<file path="src/design/audioPkg.sv">
// Shared I2S transmit types and frame constants, imported by the RTL and the testbench
`default_nettype none

package audioPkg;

    //------------------------------
    // Sample format
    //------------------------------

    // Audio sample width per channel
    localparam int SAMPLE_BITS = 24;

    // One channel's sample, MSB first on the wire
    typedef logic [SAMPLE_BITS-1:0] sampleT;

    //------------------------------
    // Frame layout
    //------------------------------

    // bclk periods per channel slot
    localparam int SLOT_BITS = 32;

    // bclk periods per stereo frame
    localparam int FRAME_BITS = 2 * SLOT_BITS;

    // Zero fill after each sample, low bits of the slot
    localparam int PAD_BITS = SLOT_BITS - SAMPLE_BITS;

    // Channel carried in the current slot, encoded as the lrclk level
    typedef enum logic {
        chanLeft  = 1'b0,
        chanRight = 1'b1
    } channelE;

endpackage

`default_nettype wire

</file>
<file path="src/design/i2sClockGen.sv">
// Derives bclk and lrclk from audioClk and emits the per-bit and per-frame strobes
`default_nettype none

module i2sClockGen #(
    // audioClk cycles per bclk half period
    parameter int bclkDiv = 4
) (
    input  wire logic          audioClk,
    input  wire logic          rst,
    output logic               bclk,
    output audioPkg::channelE  lrclk,
    output logic               bitStrobe,
    output logic               frameLoad
);

    import audioPkg::*;

    // Half-period counter width, wide enough for bclkDiv of 1
    localparam int DIV_W = $clog2(bclkDiv + 1);

    // Slot counter covers one full stereo frame
    localparam int SLOT_W = $clog2(FRAME_BITS);

    logic [DIV_W-1:0]  divCnt;
    logic              divDone;
    logic [SLOT_W-1:0] slotCnt;

    //------------------------------
    // Bit clock divider
    //------------------------------

    // Last audioClk cycle of the current bclk phase
    assign divDone = (divCnt == DIV_W'(bclkDiv - 1));

    always_ff @(posedge audioClk)
    begin
        if (rst)
        begin
            divCnt <= '0;
            bclk   <= 1'b0;
        end
        else if (divDone)
        begin
            divCnt <= '0;
            // Flip bclk at the end of every half period
            bclk   <= ~bclk;
        end
        else
        begin
            divCnt <= divCnt + 1'b1;
        end
    end

    // Cycle ending in a bclk fall
    // Everything downstream registers on this edge
    assign bitStrobe = divDone && bclk;

    //------------------------------
    // Slot counter and word select
    //------------------------------

    // Counts bclk falls, wraps every frame
    always_ff @(posedge audioClk)
    begin
        if (rst)
        begin
            slotCnt <= '0;
        end
        else if (bitStrobe)
        begin
            slotCnt <= slotCnt + 1'b1;
        end
    end

    // Low for slots 0..31, high for slots 32..63
    assign lrclk = channelE'(slotCnt[SLOT_W-1]);

    // The fall that moves slot 0 to slot 1
    // One bit after the lrclk low edge, so the left MSB goes out here
    assign frameLoad = bitStrobe && (slotCnt == '0);

endmodule

`default_nettype wire

</file>
<file path="src/design/i2sSerializer.sv">
// Shifts one stereo pair per frame onto sdata in I2S framing and flags FIFO underrun
`default_nettype none

module i2sSerializer (
    input  wire logic             audioClk,
    input  wire logic             rst,
    input  wire logic             bitStrobe,
    input  wire logic             frameLoad,
    input  wire logic             fifoEmpty,
    input  wire audioPkg::sampleT headLeft,
    input  wire audioPkg::sampleT headRight,
    input  wire logic             underrunClear,
    output logic                  fifoPop,
    output logic                  sdata,
    output logic                  underrun
);

    import audioPkg::*;

    // Next frame image, MSB goes out first
    logic [FRAME_BITS-1:0] frameWord;

    // Remaining bits after the MSB
    logic [FRAME_BITS-2:0] shiftReg;

    logic                  frameEmpty;

    //------------------------------
    // Frame assembly
    //------------------------------

    // Nothing queued at this frame boundary
    assign frameEmpty = frameLoad && fifoEmpty;

    // Left slot then right slot, each sample padded low with zeros
    always_comb
    begin
        if (fifoEmpty)
        begin
            // Silence
            frameWord = '0;
        end
        else
        begin
            frameWord = {headLeft, {PAD_BITS{1'b0}}, headRight, {PAD_BITS{1'b0}}};
        end
    end

    // Take the head pair as it is loaded
    assign fifoPop = frameLoad && !fifoEmpty;

    //------------------------------
    // Bit shifter
    //------------------------------

    // Shift data only, first use is the first frameLoad
    always_ff @(posedge audioClk)
    begin
        if (frameLoad)
        begin
            shiftReg <= frameWord[FRAME_BITS-2:0];
        end
        else if (bitStrobe)
        begin
            shiftReg <= {shiftReg[FRAME_BITS-3:0], 1'b0};
        end
    end

    // Changes on the bclk fall, stable at the next rise
    always_ff @(posedge audioClk)
    begin
        if (rst)
        begin
            sdata <= 1'b0;
        end
        else if (frameLoad)
        begin
            sdata <= frameWord[FRAME_BITS-1];
        end
        else if (bitStrobe)
        begin
            sdata <= shiftReg[FRAME_BITS-2];
        end
    end

    //------------------------------
    // Underrun flag
    //------------------------------

    // Sticky until the host clears it, clear wins a tie
    always_ff @(posedge audioClk)
    begin
        if (rst || underrunClear)
        begin
            underrun <= 1'b0;
        end
        else if (frameEmpty)
        begin
            underrun <= 1'b1;
        end
    end

endmodule

`default_nettype wire

</file>
<file path="src/design/i2sTransmitter.sv">
// I2S transmitter top, host writes sample pairs and the codec side gets bclk, lrclk, sdata
`default_nettype none

module i2sTransmitter #(
    // audioClk cycles per bclk half period
    parameter int bclkDiv      = 4,
    // log2 of the FIFO depth in pairs
    parameter int fifoDepthLog = 3
) (
    input  wire logic             audioClk,
    input  wire logic             rst,
    // Host side
    input  wire logic             sampleWrite,
    input  wire audioPkg::sampleT sampleLeft,
    input  wire audioPkg::sampleT sampleRight,
    input  wire logic             underrunClear,
    output logic                  fifoFull,
    output logic                  underrun,
    // Codec side
    output logic                  bclk,
    output audioPkg::channelE     lrclk,
    output logic                  sdata
);

    import audioPkg::*;

    // FIFO to serializer
    logic   fifoEmpty;
    logic   fifoPop;
    sampleT headLeft;
    sampleT headRight;

    // Clock generator to serializer
    logic   bitStrobe;
    logic   frameLoad;

    //------------------------------
    // Sample buffer
    //------------------------------
    sampleFifo #(
        .fifoDepthLog (fifoDepthLog)
    ) u_sampleFifo (
        .audioClk   (audioClk),
        .rst        (rst),
        .writeEn    (sampleWrite),
        .writeLeft  (sampleLeft),
        .writeRight (sampleRight),
        .fifoPop    (fifoPop),
        .headLeft   (headLeft),
        .headRight  (headRight),
        .fifoEmpty  (fifoEmpty),
        .fifoFull   (fifoFull)
    );

    //------------------------------
    // Bit and word clocks
    //------------------------------
    i2sClockGen #(
        .bclkDiv (bclkDiv)
    ) u_i2sClockGen (
        .audioClk  (audioClk),
        .rst       (rst),
        .bclk      (bclk),
        .lrclk     (lrclk),
        .bitStrobe (bitStrobe),
        .frameLoad (frameLoad)
    );

    //------------------------------
    // Serial data out
    //------------------------------
    i2sSerializer u_i2sSerializer (
        .audioClk      (audioClk),
        .rst           (rst),
        .bitStrobe     (bitStrobe),
        .frameLoad     (frameLoad),
        .fifoEmpty     (fifoEmpty),
        .headLeft      (headLeft),
        .headRight     (headRight),
        .underrunClear (underrunClear),
        .fifoPop       (fifoPop),
        .sdata         (sdata),
        .underrun      (underrun)
    );

endmodule

`default_nettype wire

</file>
<file path="src/design/sampleFifo.sv">
// First-word-fall-through FIFO of stereo sample pairs between the host and the serializer
`default_nettype none

module sampleFifo #(
    // log2 of the number of stored pairs
    parameter int fifoDepthLog = 3
) (
    input  wire logic            audioClk,
    input  wire logic            rst,
    input  wire logic            writeEn,
    input  wire audioPkg::sampleT writeLeft,
    input  wire audioPkg::sampleT writeRight,
    input  wire logic            fifoPop,
    output audioPkg::sampleT     headLeft,
    output audioPkg::sampleT     headRight,
    output logic                 fifoEmpty,
    output logic                 fifoFull
);

    import audioPkg::*;

    localparam int DEPTH = 1 << fifoDepthLog;

    //------------------------------
    // Storage and pointers
    //------------------------------

    // Sample pair storage, one entry per frame
    sampleT memLeft  [DEPTH];
    sampleT memRight [DEPTH];

    // Extra top bit separates full from empty
    logic [fifoDepthLog:0]   wrPtr;
    logic [fifoDepthLog:0]   rdPtr;
    logic [fifoDepthLog-1:0] wrAddr;
    logic [fifoDepthLog-1:0] rdAddr;
    logic                    writeAccept;

    assign wrAddr = wrPtr[fifoDepthLog-1:0];
    assign rdAddr = rdPtr[fifoDepthLog-1:0];

    //------------------------------
    // Status
    //------------------------------

    // Same lap, same slot
    assign fifoEmpty = (wrPtr == rdPtr);

    // Writer one lap ahead
    assign fifoFull = (wrPtr[fifoDepthLog] != rdPtr[fifoDepthLog])
                   && (wrAddr == rdAddr);

    // Writes into a full FIFO are dropped here
    assign writeAccept = writeEn && !fifoFull;

    //------------------------------
    // Write side
    //------------------------------

    // Data array, no reset
    always_ff @(posedge audioClk)
    begin
        if (writeAccept)
        begin
            memLeft[wrAddr]  <= writeLeft;
            memRight[wrAddr] <= writeRight;
        end
    end

    always_ff @(posedge audioClk)
    begin
        if (rst)
        begin
            wrPtr <= '0;
        end
        else if (writeAccept)
        begin
            wrPtr <= wrPtr + 1'b1;
        end
    end

    //------------------------------
    // Read side
    //------------------------------

    // Pop is trusted, serializer only pops when not empty
    always_ff @(posedge audioClk)
    begin
        if (rst)
        begin
            rdPtr <= '0;
        end
        else if (fifoPop)
        begin
            rdPtr <= rdPtr + 1'b1;
        end
    end

    // Head pair straight from the array
    assign headLeft  = memLeft[rdAddr];
    assign headRight = memRight[rdAddr];

endmodule

`default_nettype wire

</file>
<file path="config.mk">
export PLATFORM = sky130hd
export DESIGN_NAME = i2sTransmitter
export DESIGN_NICKNAME = d
export VERILOG_FILES = /design/src/design/audioPkg.sv /design/src/design/i2sClockGen.sv /design/src/design/i2sSerializer.sv /design/src/design/i2sTransmitter.sv /design/src/design/sampleFifo.sv
export SDC_FILE = /design/constraint.sdc
export NUM_CORES = 1
export LEC_CHECK = 0
export ABC_CLOCK_PERIOD_IN_PS = 6600
export BUFFER_PORTS_ARGS = -buffer_cell sky130_fd_sc_hd__buf_2
export CAP_MARGIN = 20
export CORE_MARGIN = 2
export CORE_UTILIZATION = 56
export CTS_CLUSTER_SIZE = 30
export DETAILED_ROUTE_END_ITERATION = 12
export PLACE_DENSITY = 0.81
export SLEW_MARGIN = 25
export SYNTH_ARGS = -nofsm -noshare
export SYNTH_HDL_FRONTEND = slang
export SYNTH_HIERARCHICAL = 1
export SYNTH_SLANG_ARGS = --single-unit
</file>
<file path="constraint.sdc">
create_clock -name audioClk -period 6.6 [get_ports audioClk]
set_clock_uncertainty 0.2 [all_clocks]
set_input_delay 0.99 -clock audioClk [delete_from_list [all_inputs] [get_ports audioClk]]
set_output_delay 0.99 -clock audioClk [all_outputs]
set_load 0.02 [all_outputs]
</file>
==> flow_summary.yaml, run 1 <==
status:
  status: "complete, no violations"
clock_network:
  cts_setup_buffers: 0
  clock_path_buffers: 3
  cts_tree: "yes"
  ctsRootBufferMaster: "clkbuf_16"
  htreeDepth: 2
  cts_resized: 0
  cts_num_sinks: 462
  ctsHoldBuffers: 0
  cts_made_buffers: 45
  path_clk_slew_ps: 60
  clock_latency_ps: 540
logic_synthesis:
  synth_compound_area_share_pct: 1.819
  synthAdderAreaFrac_pct: 0.4135
  synthMuxAreaShare_pct: 16.07
  ys_warn_count: 6
  ys_ff_latch: 462
  synthFlopType: "edfxtp_1"
  synth-xor-area-share_pct: 0.6753
  syn_nets: 957
  synth_top_family_by_area: "multiplexers"
  syn_area_per_cell_sq_um: 20.20
  async_flop_share_pct: 0
  ys_seq_area_share_pct: 75.14
  synth_area_sq_um: 18160
  synth.distinct_cells: 43
  yosys.area_share.simple_pct: 3.012
  synth-edff-count: 439
  postSynthCellCount: 899
grt:
  antenna_found_initial: 5
  grt_pass1_wl_mm: 52.02
  grt_use_met3_pct: 3.863
  grt-busiest-layer: "met2"
  grt_overflow: 0
  grt_start_max_net_pins: 60
  gr-usage-met2_pct: 33.13
  grt_pass1_vias: 8870
  track_usage_pct: 20.61
  gr-usage-met1_pct: 29.27
power:
  power_per_cell_area_nw_per_um2: 290.9
  total_power_mw: 5.874
  vdd_drop_max_uv: 186.1
  p_leak_nw: 6.580
min_path:
  hp-class: "reg2reg"
final_layout:
  finalNonFillerCells: 1415
  final_area_sq_um: 20190
  nNetsFinal: 1031
  drive_gt1_share_pct: 29.27
  synthToLayoutAreaGrowth_pct: 11.23
route:
  drc_errors: 0
  wl_per_cell_microns: 23.73
  dr.pass1.iters: 5
  avgViaCountPerCell: 5.982
  postRouteAntennaNets: 0
  wirelength_mm: 33.58
  vias: 8465
  initialDrtViolationCount: 835
place:
  dp.cells: 1327
  placed_area_sq_um: 18780
  pre_cts_ws_ps: 3261
  routabilityCongestion: 0.7250
  io_buffers: 56
  hpwl_mm: 16.33
floorplanning:
  die_y_microns: 184.1
  ios: 57
  die_w_microns: 184.1
  num_rows: 65
  floorplan.initialDensity_pct: 57.24
  core-area_sq_um: 31720
  dieArea_sq_um: 33880
timing:
  maxSlewViolCount: 0
  hold_viol_final: 0
  setup_ws_ps: 3029
  max_freq_mhz: 280.0
  rsz0062_at_grt: "false"
  relSlewSlack_pct: 39.50
  fin_crit_ps: 3571
  final-setup-viol-count: 0
  finalSetupTns_ps: 0
  fin_crit_sh_pct: 54.11
  worstMarginPinSlew_ps: 907.5
flow_run:
  cap_viol_max_count: 0
worst_setup_path:
  path_cells: "xor2_1 -> nor4_2 -> buf_2"
  crit_path_top_delay_cell: "nor4_2"
  worstSetupStartpointType: "register"
  cp_max_fo: 10
  arrival_ps: 2380
  ff2ff_setup_slack_ps: 3280
  worst-setup-path-type: "reg2out"
  crit_path_end_kind: "output pin"
  worstPathRequired_ps: 5410
  cpPeakStageDelay_ps: 750
## sequential cells by signal, indices dropped and copies added (netlist names), named ones only
name	cells
u_i2sClockGen/divCnt	3
u_sampleFifo/wrPtr	4
u_sampleFifo/rdPtr	4
u_i2sSerializer/sdata	1
u_i2sClockGen/bclk	1
u_i2sSerializer/shiftReg	55
u_i2sClockGen/slotCnt	6
u_sampleFifo/memLeft	192
u_sampleFifo/memRight	192
u_i2sSerializer/underrun	1
## cell families (layout without fill, tap and decap cells)
group | Yosys count | after routing
AO/OA/AOI/OAI | 60 | 60
XOR/XNOR | 14 | 14
adder cells (fa/ha/maj) | 6 | 6
buffers and inverters | 95 | 204
flip-flops | 462 | 462
multiplexers | 149 | 149
other | 0 | 5
AND/OR/NAND/NOR | 113 | 113
## area by class of cell
| cell class | instances | area, sq um |
|---|---|---|
| sequential | 462 | 13650 |
| fill | 2023 | 11520 |
| multi-input combinational | 342 | 4041 |
| clock buffer | 60 | 1232 |
| tap | 402 | 503.0 |
| timing repair buffer | 71 | 405.4 |
| inverter | 51 | 191.4 |
| clock inverter | 22 | 153.9 |
| antenna | 5 | 12.51 |
## synthesized netlist by cell type, types with 4 or more instances
library cell | n | area [sq um]
clkbuf_1 | 15 | 56.30
ha_1 | 6 | 75.07
nand2_1 | 53 | 198.9
nor3_1 | 10 | 50.05
nor2_1 | 12 | 45.04
o21ai_0 | 42 | 210.2
nor4_1 | 4 | 25.02
o21ai_1 | 7 | 35.03
mux2_4 | 40 | 600.6
mux2_2 | 10 | 112.6
xor2_1 | 7 | 61.31
edfxtp_1 | 439 | 13180
buf_12 | 5 | 100.1
buf_2 | 15 | 75.07
dfxtp_1 | 23 | 460.4
nor2b_1 | 12 | 75.07
inv_1 | 51 | 191.4
nand2b_1 | 5 | 31.28
buf_6 | 8 | 90.09
mux4_2 | 93 | 2095
a21oi_1 | 5 | 25.02
xnor2_1 | 7 | 61.31
## through the flow
| stage | hold WS (ps) | utilization, % |
|---|---|---|
| floorplan | 204.3 | - |
| global placement | 217.6 | 59.19 |
| detailed placement | 222.4 | 59.20 |
| CTS | 231.0 | 63.57 |
| global route | 241.2 | 63.64 |
| finish | 228.7 | 63.67 |
## critical path: cells and delay by family, from the launching register on
kind	cells	cell delay, ps
AND/OR/NAND/NOR	1	750
XOR/XNOR	1	220
flip-flops	1	570
buffers and inverters	1	300
## cells in the final DEF (no fill, tap or decap), types with 3 or more instances in the layout
cell type    n
xor2_1       7
clkinv_2     7
nand2b_1     5
dfxtp_4      3
nor3_2       5
a21oi_1      5
nand2_1     53
clkbuf_16   45
o21ai_0     42
mux2_2      10
ha_1         6
clkinv_1     9
mux4_2      93
mux2_4      40
inv_6        3
dfxtp_1     20
nor2b_1     12
o21ai_1      7
diode_2      5
clkbuf_8     5
buf_4       14
clkbuf_1    10
mux4_1       3
nor4_2       3
nor3_1       5
nor2_1      11
or3_1        3
xnor2_1      7
edfxtp_1   439
nand3_1      3
inv_1       51
buf_2       56
## where the power goes
part           leakage, nW  internal [mW]  switching, mW  total (mW)
Combinational         1.72         0.0768          0.105       0.182
Sequential            4.17           3.27         0.0200        3.29
Clock                0.685           1.36           1.04        2.40
## final timing paths
kind	depth (start not counted)	to	startpoint
worst min-delay path	1	u_i2sClockGen/divCnt[0]	u_i2sClockGen/divCnt[0]
worst max-delay path	3	fifoFull	u_sampleFifo/wrPtr[2]
worst max register to register	8	u_i2sSerializer/shiftReg[23]	u_i2sClockGen/divCnt[0]
worst min register to register	1	u_i2sClockGen/divCnt[0]	u_i2sClockGen/divCnt[0]
## per-layer routing
metal,vias to the layer above,part of all wire [%]
li1,3708,-
met5,-,0
met3,44,6.9
met4,0,1.7
met2,303,49
met1,4410,42
No activity file was read; power rests on OpenSTA's default activity.
==> run 2, diff against run 1 <==
- ABC_CLOCK_PERIOD_IN_PS: 6600 -> 3080
- clock period: 6.6 -> 3.08 ns (I/O delays scaled with it)
==> flow_summary.yaml, run 2 (same netlist as run 1, synthesis figures left out) <==
status:
  status: "complete, no violations"
timing:
  maxSlewViolCount: 0
  fin_crit_ps: 2993
  fin_crit_sh_pct: 97.16
  rsz0062_at_grt: "false"
  worstMarginPinSlew_ps: 738.2
  relSlewSlack_pct: 50.41
  final-setup-viol-count: 0
  hold_viol_final: 0
  max_freq_mhz: 334.2
final_layout:
  drive_gt1_share_pct: 29.16
  reg.largest.list: "u_sampleFifo/memLeft: 192 flops, u_sampleFifo/memRight: 192 flops, u_i2sSerializer/shiftReg: 55 flops"
  nNetsFinal: 1089
  final_common_cell: "edfxtp_1"
  mostFrequentLayoutCells: "edfxtp_1 (439), mux4_2 (93), buf_2 (56)"
  utilization_pct: 66.11
  synthToLayoutAreaGrowth_pct: 15.50
flow_run:
  cap_viol_max_count: 0
min_path:
  min_path_cells: 1
  hold_end: "u_sampleFifo/memLeft[2][18]"
  worstHoldStart: "sampleLeft[18]"
  hp-class: "in2reg"
clock_network:
  path_clk_slew_ps: 60
  cts_num_sinks: 462
  clock_path_buffers: 3
  ctsRootBufferMaster: "clkbuf_16"
  cts_tree: "yes"
  cts_made_buffers: 45
  cts_setup_buffers: 0
  clock_latency_ps: 530
  cts_resized: 0
  htreeDepth: 2
grt:
  antenna_found_initial: 1
  grt_pass1_wl_mm: 51.51
  grt_overflow: 0
  grt_pass1_vias: 9063
  track_usage_pct: 20.34
  grt_start_max_net_pins: 58
power:
  vdd_drop_max_uv: 458.5
  p_sw_share_pct: 19.75
  cellInternalPower_mw: 9.916
  p_seq_share_pct: 57.1
  total_power_mw: 12.36
  p_sw_mw: 2.441
  p_leak_nw: 6.840
  clock_power_share_pct: 39.1
  comb_power_share_pct: 3.8
  power_per_cell_area_nw_per_um2: 589.3
place:
  routabilityCongestion: 0.7296
  io_buffers: 56
  hpwl_mm: 17.18
floorplanning:
  ios: 57
  die_y_microns: 184.1
  floorplan.initialDensity_pct: 57.24
  num_rows: 65
  dieArea_sq_um: 33880
  die_w_microns: 184.1
  core-area_sq_um: 31720
worst_setup_path:
  worstReg2RegEnd: "u_i2sSerializer/shiftReg[17]"
  arrival_ps: 2330
  worst-setup-path-type: "reg2out"
  timing.rr.start: "u_i2sClockGen/divCnt[0]"
  cp_max_fo: 11
  worstPathRequired_ps: 2420
  ff2ff_setup_slack_ps: 450
  ff2ff_path_depth: 7
  crit_path_end_kind: "output pin"
  worstSetupStartpointType: "register"
route:
  vias: 8583
  postRouteAntennaNets: 0
  drc_errors: 0
  wirelength_mm: 33.01
  dr.pass1.iters: 5
  avgViaCountPerCell: 5.855
  initialDrtViolationCount: 761
  wl_per_cell_microns: 22.51
[run 2: cell count changes in the layout (fill, tap and decap cells not counted), sizes merged]
cell and change:
buf +14, bufinv -1, clkbuf -1, clkinvlp +1, diode -4, dlygate4sd3 +44
inv -2
[run 2: power by group through the flow]
stage	sequential [mW]	combinational, mW	clock (mW)
global placement	7.18	0.402	0
CTS	7.06	0.470	4.93
floorplan	7.18	0.248	0
finish	7.06	0.464	4.84
detailed placement	7.19	0.421	0
global route	7.06	0.507	5.17
[run 2: through the flow]
| step | worst slack [ps] | hold slack [ps] | cells | TNS (ps) | area [sq um] |
|---|---|---|---|---|---|
| floorplan | -340.2 | 204.3 | 899 | -77280 | 18310 |
| global placement | 459.9 | 215.2 | 1342 | 0 | 19240 |
| detailed placement | 396.6 | 222.6 | 1342 | 0 | 19240 |
| CTS | 2.883 | 0.2235 | 1465 | 0 | 20960 |
| global route | 18.09 | 15.92 | 1466 | 0 | 20970 |
| finish | 87.48 | 6.545 | 1466 | 0 | 20970 |
[run 2: how the worst max path moves through the flow]
stage,cells past startpoint,from,end
global route,3,u_sampleFifo/wrPtr[0],fifoFull
floorplan,4,u_sampleFifo/wrPtr[1],u_sampleFifo/memLeft[2][0]
finish,3,u_sampleFifo/wrPtr[0],fifoFull
CTS,3,u_sampleFifo/wrPtr[2],fifoFull
global placement,4,u_sampleFifo/wrPtr[2],u_sampleFifo/memLeft[2][8]
detailed placement,4,u_sampleFifo/wrPtr[2],u_sampleFifo/memLeft[2][9]
[run 2: layer usage]
metal | global-route usage (%) | vias to the layer above | wire length, microns
met5 | 0 | - | 0
li1 | - | 3827 | -
met4 | 5.664 | 0 | 672
met2 | 34.49 | 263 | 16620
met1 | 27.56 | 4444 | 13750
met3 | 3.566 | 49 | 1967
[run 2: layout make-up]
cell class                 instances  area [sq um]
timing repair buffer             129          1164
clock buffer                      59          1179
tap                              402         503.0
clock inverter                    20         97.59
multi-input combinational        342          4173
inverter                          51         191.4
sequential                       462         13660
antenna                            1         2.502
fill                            2040         10750
[run 2: what timing repair did]
action | CTS | global route
endpoints found under the setup margin | 0 | 1
hold buffers | 44 | 0
hold endpoints to repair | 331 | 0
[run 2: critical path, stage by stage, from the launching register on]
cell     delay [ps]
dfxtp_2         600
xor2_4          180
nor4_4          720
buf_2           290
